[config.mk]
export PLATFORM = sky130hd
export DESIGN_NAME = dispatch_top
export DESIGN_NICKNAME = d
export VERILOG_FILES = /design/src/hw/dispatch_pkg.sv /design/src/hw/gen_fifo.sv /design/src/hw/dispatch.sv /design/src/hw/dispatch_top.sv
export VERILOG_INCLUDE_DIRS = /design/src /design/src/hw
export SDC_FILE = /design/constraint.sdc
export NUM_CORES = 2
export LEC_CHECK = 0
export BUFFER_PORTS_ARGS = -buffer_cell sky130_fd_sc_hd__buf_2
export CELL_PAD_IN_SITES_DETAIL_PLACEMENT = 0
export CELL_PAD_IN_SITES_GLOBAL_PLACEMENT = 2
export CORE_ASPECT_RATIO = 1.5
export CORE_UTILIZATION = 32
export CTS_CLUSTER_DIAMETER = 80
export CTS_CLUSTER_SIZE = 28
export DETAILED_ROUTE_END_ITERATION = 8
export PLACE_DENSITY_LB_ADDON = 0.08
export SYNTH_ARGS = -nofsm -noshare
export SYNTH_HDL_FRONTEND = slang
export SYNTH_MEMORY_MAX_BITS = 65536
export SYNTH_SLANG_ARGS = --single-unit
export TNS_END_PERCENT = 5
[constraint.sdc]
create_clock -name CLK -period 50.9 [get_ports CLK]
set_input_delay 2.545 -clock CLK [delete_from_list [all_inputs] [get_ports CLK]]
set_output_delay 2.545 -clock CLK [all_outputs]
set_load 0.03 [all_outputs]
[src/hw/dispatch_config.svh]
/*
 * Dispatch stage configuration
 * Register width, rename bits and queue depths
 */
`ifndef DISPATCH_CONFIG_SVH
`define DISPATCH_CONFIG_SVH

// Width of pc and imm
`define DISPATCH_XLEN 64

// Rename bits carried next to each 5-bit architectural register index
`define DISPATCH_RNBIT 2

// Depth of the dispatch queue in front of the dispatcher
`define DISPATCH_FIFO_DP 8

// Depth of every issue buffer, a power of two
`define DISPATCH_ISSUE_DP 4

`endif

[src/hw/dispatch_pkg.sv]
/*
 * Dispatch package
 * Operation and unit encodings, the renamed micro-op format
 * and the payloads handed to each issue buffer and the order buffer
 */
`default_nettype none
`include "dispatch_config.svh"

package dispatch_pkg;

	typedef logic [`DISPATCH_XLEN-1:0] xlen_t;
	typedef logic [5+`DISPATCH_RNBIT-1:0] reg_tag_t; // Register index plus rename bits

	// Grouped by class so the unit can be found with range compares
	typedef enum logic [5:0] {
		op_lui, op_auipc,
		op_addi, op_addiw, op_add, op_addw, op_sub, op_subw,
		op_slti, op_sltiu, op_slli, op_slliw, op_sll, op_sllw, op_slt, op_sltu,
		op_srli, op_srliw, op_srai, op_sraiw, op_srl, op_srlw, op_sra, op_sraw,
		op_xori, op_ori, op_andi, op_xor, op_or, op_and,
		op_lb, op_lh, op_lw, op_lbu, op_lhu, op_lwu, op_ld,
		op_sb, op_sh, op_sw, op_sd,
		op_csrrw, op_csrrs, op_csrrc, op_csrrwi, op_csrrsi, op_csrrci,
		op_jal, op_jalr, op_beq, op_bne, op_blt, op_bge, op_bltu, op_bgeu,
		op_fence, op_fence_i, op_ecall, op_ebreak
	} micro_op_e;

	typedef enum logic [2:0] {
		unit_alu,
		unit_lsu,
		unit_csr,
		unit_blu,
		unit_oth
	} exe_unit_e;

	typedef struct packed {
		micro_op_e op;
		xlen_t     pc;
		xlen_t     imm;
		logic [5:0] shamt;
		reg_tag_t  rd0;
		reg_tag_t  rs1;
		reg_tag_t  rs2;
	} micro_instr_t;

	typedef struct packed {
		micro_op_e op;
		xlen_t     pc;
		xlen_t     imm;
		logic [5:0] shamt; // Only the ALU consumes the shift amount
		reg_tag_t  rd0;
		reg_tag_t  rs1;
		reg_tag_t  rs2;
	} alu_issue_t;

	typedef struct packed {
		micro_op_e op;
		xlen_t     pc;
		xlen_t     imm;
		reg_tag_t  rd0;
		reg_tag_t  rs1;
		reg_tag_t  rs2;
	} lsu_issue_t;

	typedef struct packed {
		micro_op_e  op;
		xlen_t      pc;
		logic [11:0] imm; // CSR address field
		reg_tag_t   rd0;
		reg_tag_t   rs1;
	} csr_issue_t;

	typedef struct packed {
		micro_op_e op;
		xlen_t     pc;
		xlen_t     imm;
		reg_tag_t  rd0;
		reg_tag_t  rs1;
		reg_tag_t  rs2;
	} blu_issue_t;

	typedef struct packed {
		micro_op_e op;
		xlen_t     pc;
		xlen_t     imm;
		reg_tag_t  rd0;
		reg_tag_t  rs1;
		reg_tag_t  rs2;
	} oth_issue_t;

	typedef struct packed {
		xlen_t    pc;
		reg_tag_t rd0;
	} iorder_info_t;

endpackage

`default_nettype wire

[src/hw/gen_fifo.sv]
/*
 * Generic synchronous FIFO
 * Valid/ready on both sides, payload given by a type parameter,
 * push and pop allowed in the same cycle
 */
`timescale 1ns/100ps
`default_nettype none

module gen_fifo #(
	parameter type DT = logic [31:0],
	parameter int  DP = 4
) (
	input  logic CLK,
	input  logic rst,

	input  logic in_valid,
	output logic in_ready,
	input  DT    in_data,

	output logic out_valid,
	input  logic out_ready,
	output DT    out_data
);

	localparam int AW = $clog2(DP);
	localparam logic [AW:0] FULL_CNT = (AW+1)'(DP);

	DT             mem [DP];
	logic [AW-1:0] wr_ptr;
	logic [AW-1:0] rd_ptr;
	logic [AW:0]   count;
	logic          push;
	logic          pop;

	assign in_ready  = (count != FULL_CNT); // Full check ignores a pop in the same cycle
	assign out_valid = (count != '0);
	assign out_data  = mem[rd_ptr];

	assign push = in_valid & in_ready;
	assign pop  = out_valid & out_ready;

	always_ff @(posedge CLK) begin
		if (rst) begin
			wr_ptr <= '0;
			rd_ptr <= '0;
			count  <= '0;
		end else begin
			if (push) begin
				wr_ptr <= wr_ptr + 1'b1; // Wraps since DP is a power of two
			end
			if (pop) begin
				rd_ptr <= rd_ptr + 1'b1;
			end
			case ({push, pop})
				2'b10:   count <= count + 1'b1;
				2'b01:   count <= count - 1'b1;
				default: count <= count;
			endcase
		end
	end

	always_ff @(posedge CLK) begin
		if (push) begin
			mem[wr_ptr] <= in_data;
		end
	end

endmodule

`default_nettype wire

[src/hw/dispatch.sv]
/*
 * In-order dispatcher
 * Sorts the dispatch queue head to its execution unit and records it
 * in the order buffer, popping only when both receivers accept
 */
`timescale 1ns/100ps
`default_nettype none

module dispatch (
	input  logic                       head_valid,
	output logic                       head_ready,
	input  dispatch_pkg::micro_instr_t head_info,

	output logic                       iorder_valid,
	input  logic                       iorder_ready,
	output dispatch_pkg::iorder_info_t iorder_info,

	output logic                       alu_push_valid,
	input  logic                       alu_push_ready,
	output dispatch_pkg::alu_issue_t   alu_push_info,

	output logic                       lsu_push_valid,
	input  logic                       lsu_push_ready,
	output dispatch_pkg::lsu_issue_t   lsu_push_info,

	output logic                       csr_push_valid,
	input  logic                       csr_push_ready,
	output dispatch_pkg::csr_issue_t   csr_push_info,

	output logic                       blu_push_valid,
	input  logic                       blu_push_ready,
	output dispatch_pkg::blu_issue_t   blu_push_info,

	output logic                       oth_push_valid,
	input  logic                       oth_push_ready,
	output dispatch_pkg::oth_issue_t   oth_push_info
);

	dispatch_pkg::exe_unit_e unit;
	logic                    unit_ready;
	logic                    unit_go;

	// Class groups are contiguous, so the upper bound of each group decides
	always_comb begin
		if (head_info.op <= dispatch_pkg::op_and) begin
			unit = dispatch_pkg::unit_alu;
		end else if (head_info.op <= dispatch_pkg::op_sd) begin
			unit = dispatch_pkg::unit_lsu;
		end else if (head_info.op <= dispatch_pkg::op_csrrci) begin
			unit = dispatch_pkg::unit_csr;
		end else if (head_info.op <= dispatch_pkg::op_bgeu) begin
			unit = dispatch_pkg::unit_blu;
		end else begin
			unit = dispatch_pkg::unit_oth;
		end
	end

	always_comb begin
		case (unit)
			dispatch_pkg::unit_alu: unit_ready = alu_push_ready;
			dispatch_pkg::unit_lsu: unit_ready = lsu_push_ready;
			dispatch_pkg::unit_csr: unit_ready = csr_push_ready;
			dispatch_pkg::unit_blu: unit_ready = blu_push_ready;
			dispatch_pkg::unit_oth: unit_ready = oth_push_ready;
			default:                unit_ready = 1'b0;
		endcase
	end

	// Each side only sees the other side's ready, never its own
	assign iorder_valid = head_valid & unit_ready;
	assign unit_go      = head_valid & iorder_ready;
	assign head_ready   = head_valid & iorder_ready & unit_ready;

	assign alu_push_valid = unit_go & (unit == dispatch_pkg::unit_alu);
	assign lsu_push_valid = unit_go & (unit == dispatch_pkg::unit_lsu);
	assign csr_push_valid = unit_go & (unit == dispatch_pkg::unit_csr);
	assign blu_push_valid = unit_go & (unit == dispatch_pkg::unit_blu);
	assign oth_push_valid = unit_go & (unit == dispatch_pkg::unit_oth);

	assign iorder_info = '{pc: head_info.pc, rd0: head_info.rd0};

	assign alu_push_info = '{
		op: head_info.op, pc: head_info.pc, imm: head_info.imm, shamt: head_info.shamt,
		rd0: head_info.rd0, rs1: head_info.rs1, rs2: head_info.rs2
	};

	assign lsu_push_info = '{
		op: head_info.op, pc: head_info.pc, imm: head_info.imm,
		rd0: head_info.rd0, rs1: head_info.rs1, rs2: head_info.rs2
	};

	assign csr_push_info = '{
		op: head_info.op, pc: head_info.pc, imm: head_info.imm[11:0],
		rd0: head_info.rd0, rs1: head_info.rs1
	};

	assign blu_push_info = '{
		op: head_info.op, pc: head_info.pc, imm: head_info.imm,
		rd0: head_info.rd0, rs1: head_info.rs1, rs2: head_info.rs2
	};

	assign oth_push_info = '{
		op: head_info.op, pc: head_info.pc, imm: head_info.imm,
		rd0: head_info.rd0, rs1: head_info.rs1, rs2: head_info.rs2
	};

endmodule

`default_nettype wire

[src/hw/dispatch_top.sv]
/*
 * Dispatch stage top level
 * Dispatch queue, in-order dispatcher and one issue buffer per unit
 */
`timescale 1ns/100ps
`default_nettype none
`include "dispatch_config.svh"

module dispatch_top (
	input  logic                       CLK,
	input  logic                       rst,

	input  logic                       instr_valid,
	output logic                       instr_ready,
	input  dispatch_pkg::micro_instr_t instr_info,

	output logic                       iorder_valid,
	input  logic                       iorder_ready,
	output dispatch_pkg::iorder_info_t iorder_info,

	output logic                       alu_issue_valid,
	input  logic                       alu_issue_ready,
	output dispatch_pkg::alu_issue_t   alu_issue_info,

	output logic                       lsu_issue_valid,
	input  logic                       lsu_issue_ready,
	output dispatch_pkg::lsu_issue_t   lsu_issue_info,

	output logic                       csr_issue_valid,
	input  logic                       csr_issue_ready,
	output dispatch_pkg::csr_issue_t   csr_issue_info,

	output logic                       blu_issue_valid,
	input  logic                       blu_issue_ready,
	output dispatch_pkg::blu_issue_t   blu_issue_info,

	output logic                       oth_issue_valid,
	input  logic                       oth_issue_ready,
	output dispatch_pkg::oth_issue_t   oth_issue_info
);

	logic                       head_valid;
	logic                       head_ready;
	dispatch_pkg::micro_instr_t head_info;

	logic                       alu_push_valid;
	logic                       alu_push_ready;
	dispatch_pkg::alu_issue_t   alu_push_info;
	logic                       lsu_push_valid;
	logic                       lsu_push_ready;
	dispatch_pkg::lsu_issue_t   lsu_push_info;
	logic                       csr_push_valid;
	logic                       csr_push_ready;
	dispatch_pkg::csr_issue_t   csr_push_info;
	logic                       blu_push_valid;
	logic                       blu_push_ready;
	dispatch_pkg::blu_issue_t   blu_push_info;
	logic                       oth_push_valid;
	logic                       oth_push_ready;
	dispatch_pkg::oth_issue_t   oth_push_info;

	gen_fifo #(.DT(dispatch_pkg::micro_instr_t), .DP(`DISPATCH_FIFO_DP)) dispatch_fifo (
		.CLK, .rst,
		.in_valid(instr_valid), .in_ready(instr_ready), .in_data(instr_info),
		.out_valid(head_valid), .out_ready(head_ready), .out_data(head_info)
	);

	dispatch dispatch0 (
		.head_valid, .head_ready, .head_info,
		.iorder_valid, .iorder_ready, .iorder_info,
		.alu_push_valid, .alu_push_ready, .alu_push_info,
		.lsu_push_valid, .lsu_push_ready, .lsu_push_info,
		.csr_push_valid, .csr_push_ready, .csr_push_info,
		.blu_push_valid, .blu_push_ready, .blu_push_info,
		.oth_push_valid, .oth_push_ready, .oth_push_info
	);

	gen_fifo #(.DT(dispatch_pkg::alu_issue_t), .DP(`DISPATCH_ISSUE_DP)) issue_alu (
		.CLK, .rst,
		.in_valid(alu_push_valid), .in_ready(alu_push_ready), .in_data(alu_push_info),
		.out_valid(alu_issue_valid), .out_ready(alu_issue_ready), .out_data(alu_issue_info)
	);

	gen_fifo #(.DT(dispatch_pkg::lsu_issue_t), .DP(`DISPATCH_ISSUE_DP)) issue_lsu (
		.CLK, .rst,
		.in_valid(lsu_push_valid), .in_ready(lsu_push_ready), .in_data(lsu_push_info),
		.out_valid(lsu_issue_valid), .out_ready(lsu_issue_ready), .out_data(lsu_issue_info)
	);

	gen_fifo #(.DT(dispatch_pkg::csr_issue_t), .DP(`DISPATCH_ISSUE_DP)) issue_csr (
		.CLK, .rst,
		.in_valid(csr_push_valid), .in_ready(csr_push_ready), .in_data(csr_push_info),
		.out_valid(csr_issue_valid), .out_ready(csr_issue_ready), .out_data(csr_issue_info)
	);

	gen_fifo #(.DT(dispatch_pkg::blu_issue_t), .DP(`DISPATCH_ISSUE_DP)) issue_blu (
		.CLK, .rst,
		.in_valid(blu_push_valid), .in_ready(blu_push_ready), .in_data(blu_push_info),
		.out_valid(blu_issue_valid), .out_ready(blu_issue_ready), .out_data(blu_issue_info)
	);

	gen_fifo #(.DT(dispatch_pkg::oth_issue_t), .DP(`DISPATCH_ISSUE_DP)) issue_oth (
		.CLK, .rst,
		.in_valid(oth_push_valid), .in_ready(oth_push_ready), .in_data(oth_push_info),
		.out_valid(oth_issue_valid), .out_ready(oth_issue_ready), .out_data(oth_issue_info)
	);

endmodule

`default_nettype wire

==> flow_summary.ini <==
[route]
route.met3.wl_um = 33920
dr.max_layer_used = met5
wl_per_cell_um = 33.22
wl_met1_um = 182000
wirelength_um = 453500
dr.pass1.iters = 5
ant_nets = 0
met2WireLength_um = 229300
vias = 67517
drtIter0Drc = 5013
route.detailed.drc = 0
viasPerCell = 4.946

[die]
initial_core_util_pct = 32.10
placementRows = 313
die_area_sq_mm = 0.4885
die_h_um = 855.5
die_w_um = 571.0
coreArea_sq_mm = 0.4840
ios = 970

[clock_tree]
cts-resized-gates = 0
ctsHoldBuffers = 0
post_cts_buffers = 0
cts_max_level = 4
clockBufferDepth = 4
cts_sinks = 4234
cts_tree = done
cts_made_buffers = 188
cts-root-buf = clkbuf_16
clock_latency_ns = 0.95
clk_pin_slew_ns = 0.10

[grt]
grt_pass1_wl_um = 618100
grt_overflow = 0
grt_use_total_pct = 18.35
grt_max_degree = 93
grt_pass1_vias = 70932
antenna_found_initial = 169

[flow_run]
max_cap_viol_count = 0

[placement]
routabilityCongestion = 0.7178
port_buffers = 969
post-place-ws_ns = 43.09
dp_hpwl_um = 287200

[timing]
slew_headroom_pct = 13.30
worst_slew_pin_slew_ns = 1.300
fin_crit_ns = 8.397
fin_tns_setup_ns = 0
maxSlewViolCount = 0
worst_slack_ns = 42.50
rsz0062_at_grt = false
finalHoldViolations = 0
setup_violations = 0
timing.final.crit_share_pct = 16.50
fmax_ghz = 0.1191
fin_skew_ns = 0.05283

[pwr]
p_total_uw = 8242
power_density_mw_per_mm2 = 47.29
p_leak_uw = 0.05239
ir_drop_mv = 0.03486

[critical_path]
cp-start-kind = register
crit_top_cell = buf_4
critPathKind = reg2out
arrival_ns = 5.85
reg2regPathDepth = 9
critPathMaxStageDelay_ns = 1.02
required_ns = 48.35
crit_fanout = 48
cp_cell_sequence = buf_4 -> buf_4 -> buf_4 -> mux4_2 -> mux2_2 -> buf_2
r2r_slack_ns = 43.91
cp-end-kind = output pin
r2r_end = issue_alu.mem[0][90]$_DFFE_PP_
crit_slowest_cell = dfxtp_4

[layout]
layout.nets = 7279
num-fill-cells = 44524
multiInputGateArea_sq_mm = 0.02730
drive_gt1_share_pct = 36.93
areaGrowthSynthToFinish_pct = 12.15
layout.area.seq_sq_mm = 0.1266

[min_path]
holdPathStages = 2
hold_end = issue_lsu.count[2]$_SDFFE_PP0P_
worstHoldStart = issue_lsu.count[2]$_SDFFE_PP0P_
min-delay-path-class = reg2reg

[synth]
synth_edf_count = 4176
synth_area_leaders = edfxtp_1, mux4_2, mux2_2
async_reset_ff_share_pct = 0
ys_ff_latch = 4234
netlist_top_cells_count = edfxtp_1, mux4_2, mux2_2
syn_avg_cell_area_sq_um = 25.60
yosysTopAreaCell = edfxtp_1
synth_fp_nets = 6277
yosysUniqueCellTypes = 46
synth-seq-area-share_pct = 81.44
ys.flop_type = edfxtp_1
ys_warn_count = 0
yosysTopAreaCellShare_pct = 80.70
synthCells = 6071
synth_most_common_cell = edfxtp_1
synth.cell_area_sq_mm = 0.1554

[status]
outcome = finished, final reports clean
## kinds of logic (layout without fill, tap and decap cells)
group / count (synthesis) / count (layout) / synth area share (%)
DFF: 4234 / 4234 / 81.44
and+or+nand+nor: 145 / 145 / 0.4775
muxes: 1208 / 1208 / 16.32
other: 0 / 40 / 0
AOI/OAI and AO/OA: 48 / 48 / 0.1916
xor gates and xnor gates: 30 / 30 / 0.1691
buffers and inverters: 370 / 1454 / 1.079
adders and majority gates: 36 / 36 / 0.3188
## layout make-up
class                      count  area share [%]
antenna                       40         0.05744
multi-input combinational   1467           15.67
clock inverter                66          0.4652
inverter                      40         0.08615
clock buffer                 206           2.811
tap                         6457           4.636
timing repair buffer        1142           3.628
sequential                  4234           72.65
## how the worst max path moves through the flow
stage	slack, ns	endpoint	depth (start not counted)	from
after floorplan	31.96	dispatch_fifo.mem[0][0]$_DFFE_PP_	2	instr_valid
after global placement	43.13	iorder_info[11]	6	register
after detailed placement	43.09	iorder_info[11]	6	register
after CTS	42.00	iorder_info[11]	6	register
after global routing	41.84	iorder_info[11]	6	register
final	42.50	iorder_info[11]	6	register
## per-stage QoR
stage / hold WS (ns) / area (sq um) / util [%] / std cells
after global placement: 0.4839 / 168500 / 34.80 / 13340
after global routing: 0.5435 / 174200 / 35.98 / 13614
after CTS: 0.5119 / 174200 / 35.98 / 13612
after floorplan: 0.4623 / 155400 / - / 6071
after detailed placement: 0.4942 / 168500 / 34.80 / 13340
final: 0.5073 / 174300 / 36.00 / 13652
## power by group
part           switching (uW)  internal, uW  leakage, uW
registers                59.7          4320       0.0382
clock network            1120           750      0.00277
logic                    1400           599       0.0114
## layer usage
| layer | vias up | track usage (%) |
|---|---|---|
| met4 | 134 | 2.841 |
| met5 | - | 0 |
| met1 | 37666 | 22.89 |
| met2 | 1508 | 31.85 |
| li1 | 27729 | - |
| met3 | 480 | 5.528 |
## cell usage in the layout, fill, tap and decap left out, drive strengths merged, types with 18 or more instances in the layout
cell    synthesis  layout
ha             30      30
and3           18      18
a21oi          27      27
dfxtp          58      58
mux2          156     156
diode           0      40
xor2           19      19
clkinv          0      35
buf           200    1142
edfxtp       4176    4176
mux4         1042    1042
clkbuf        130     206
nor2           52      52
inv            40      57
## flip-flops by register name, summed over array words and instances, names as in the netlist, 3 cells and up, named ones only
register,flops
dispatch_fifo.mem,1288
issue_blu.count,3
dispatch_fifo.rd_ptr,3
issue_csr.mem,384
dispatch_fifo.count,4
issue_oth.mem,620
issue_lsu.count,3
issue_alu.count,3
issue_oth.count,3
issue_alu.mem,644
issue_lsu.mem,620
issue_blu.mem,620
issue_csr.count,3
dispatch_fifo.wr_ptr,3
## worst max-delay path, delay by kind of cell (launching register included)
| kind | cells | cell delay, ns |
|---|---|---|
| flip-flops | 1 | 1.02 |
| buffers and inverters | 4 | 2.57 |
| multiplexers | 2 | 1.06 |
Power figures use the tool's default switching activity.
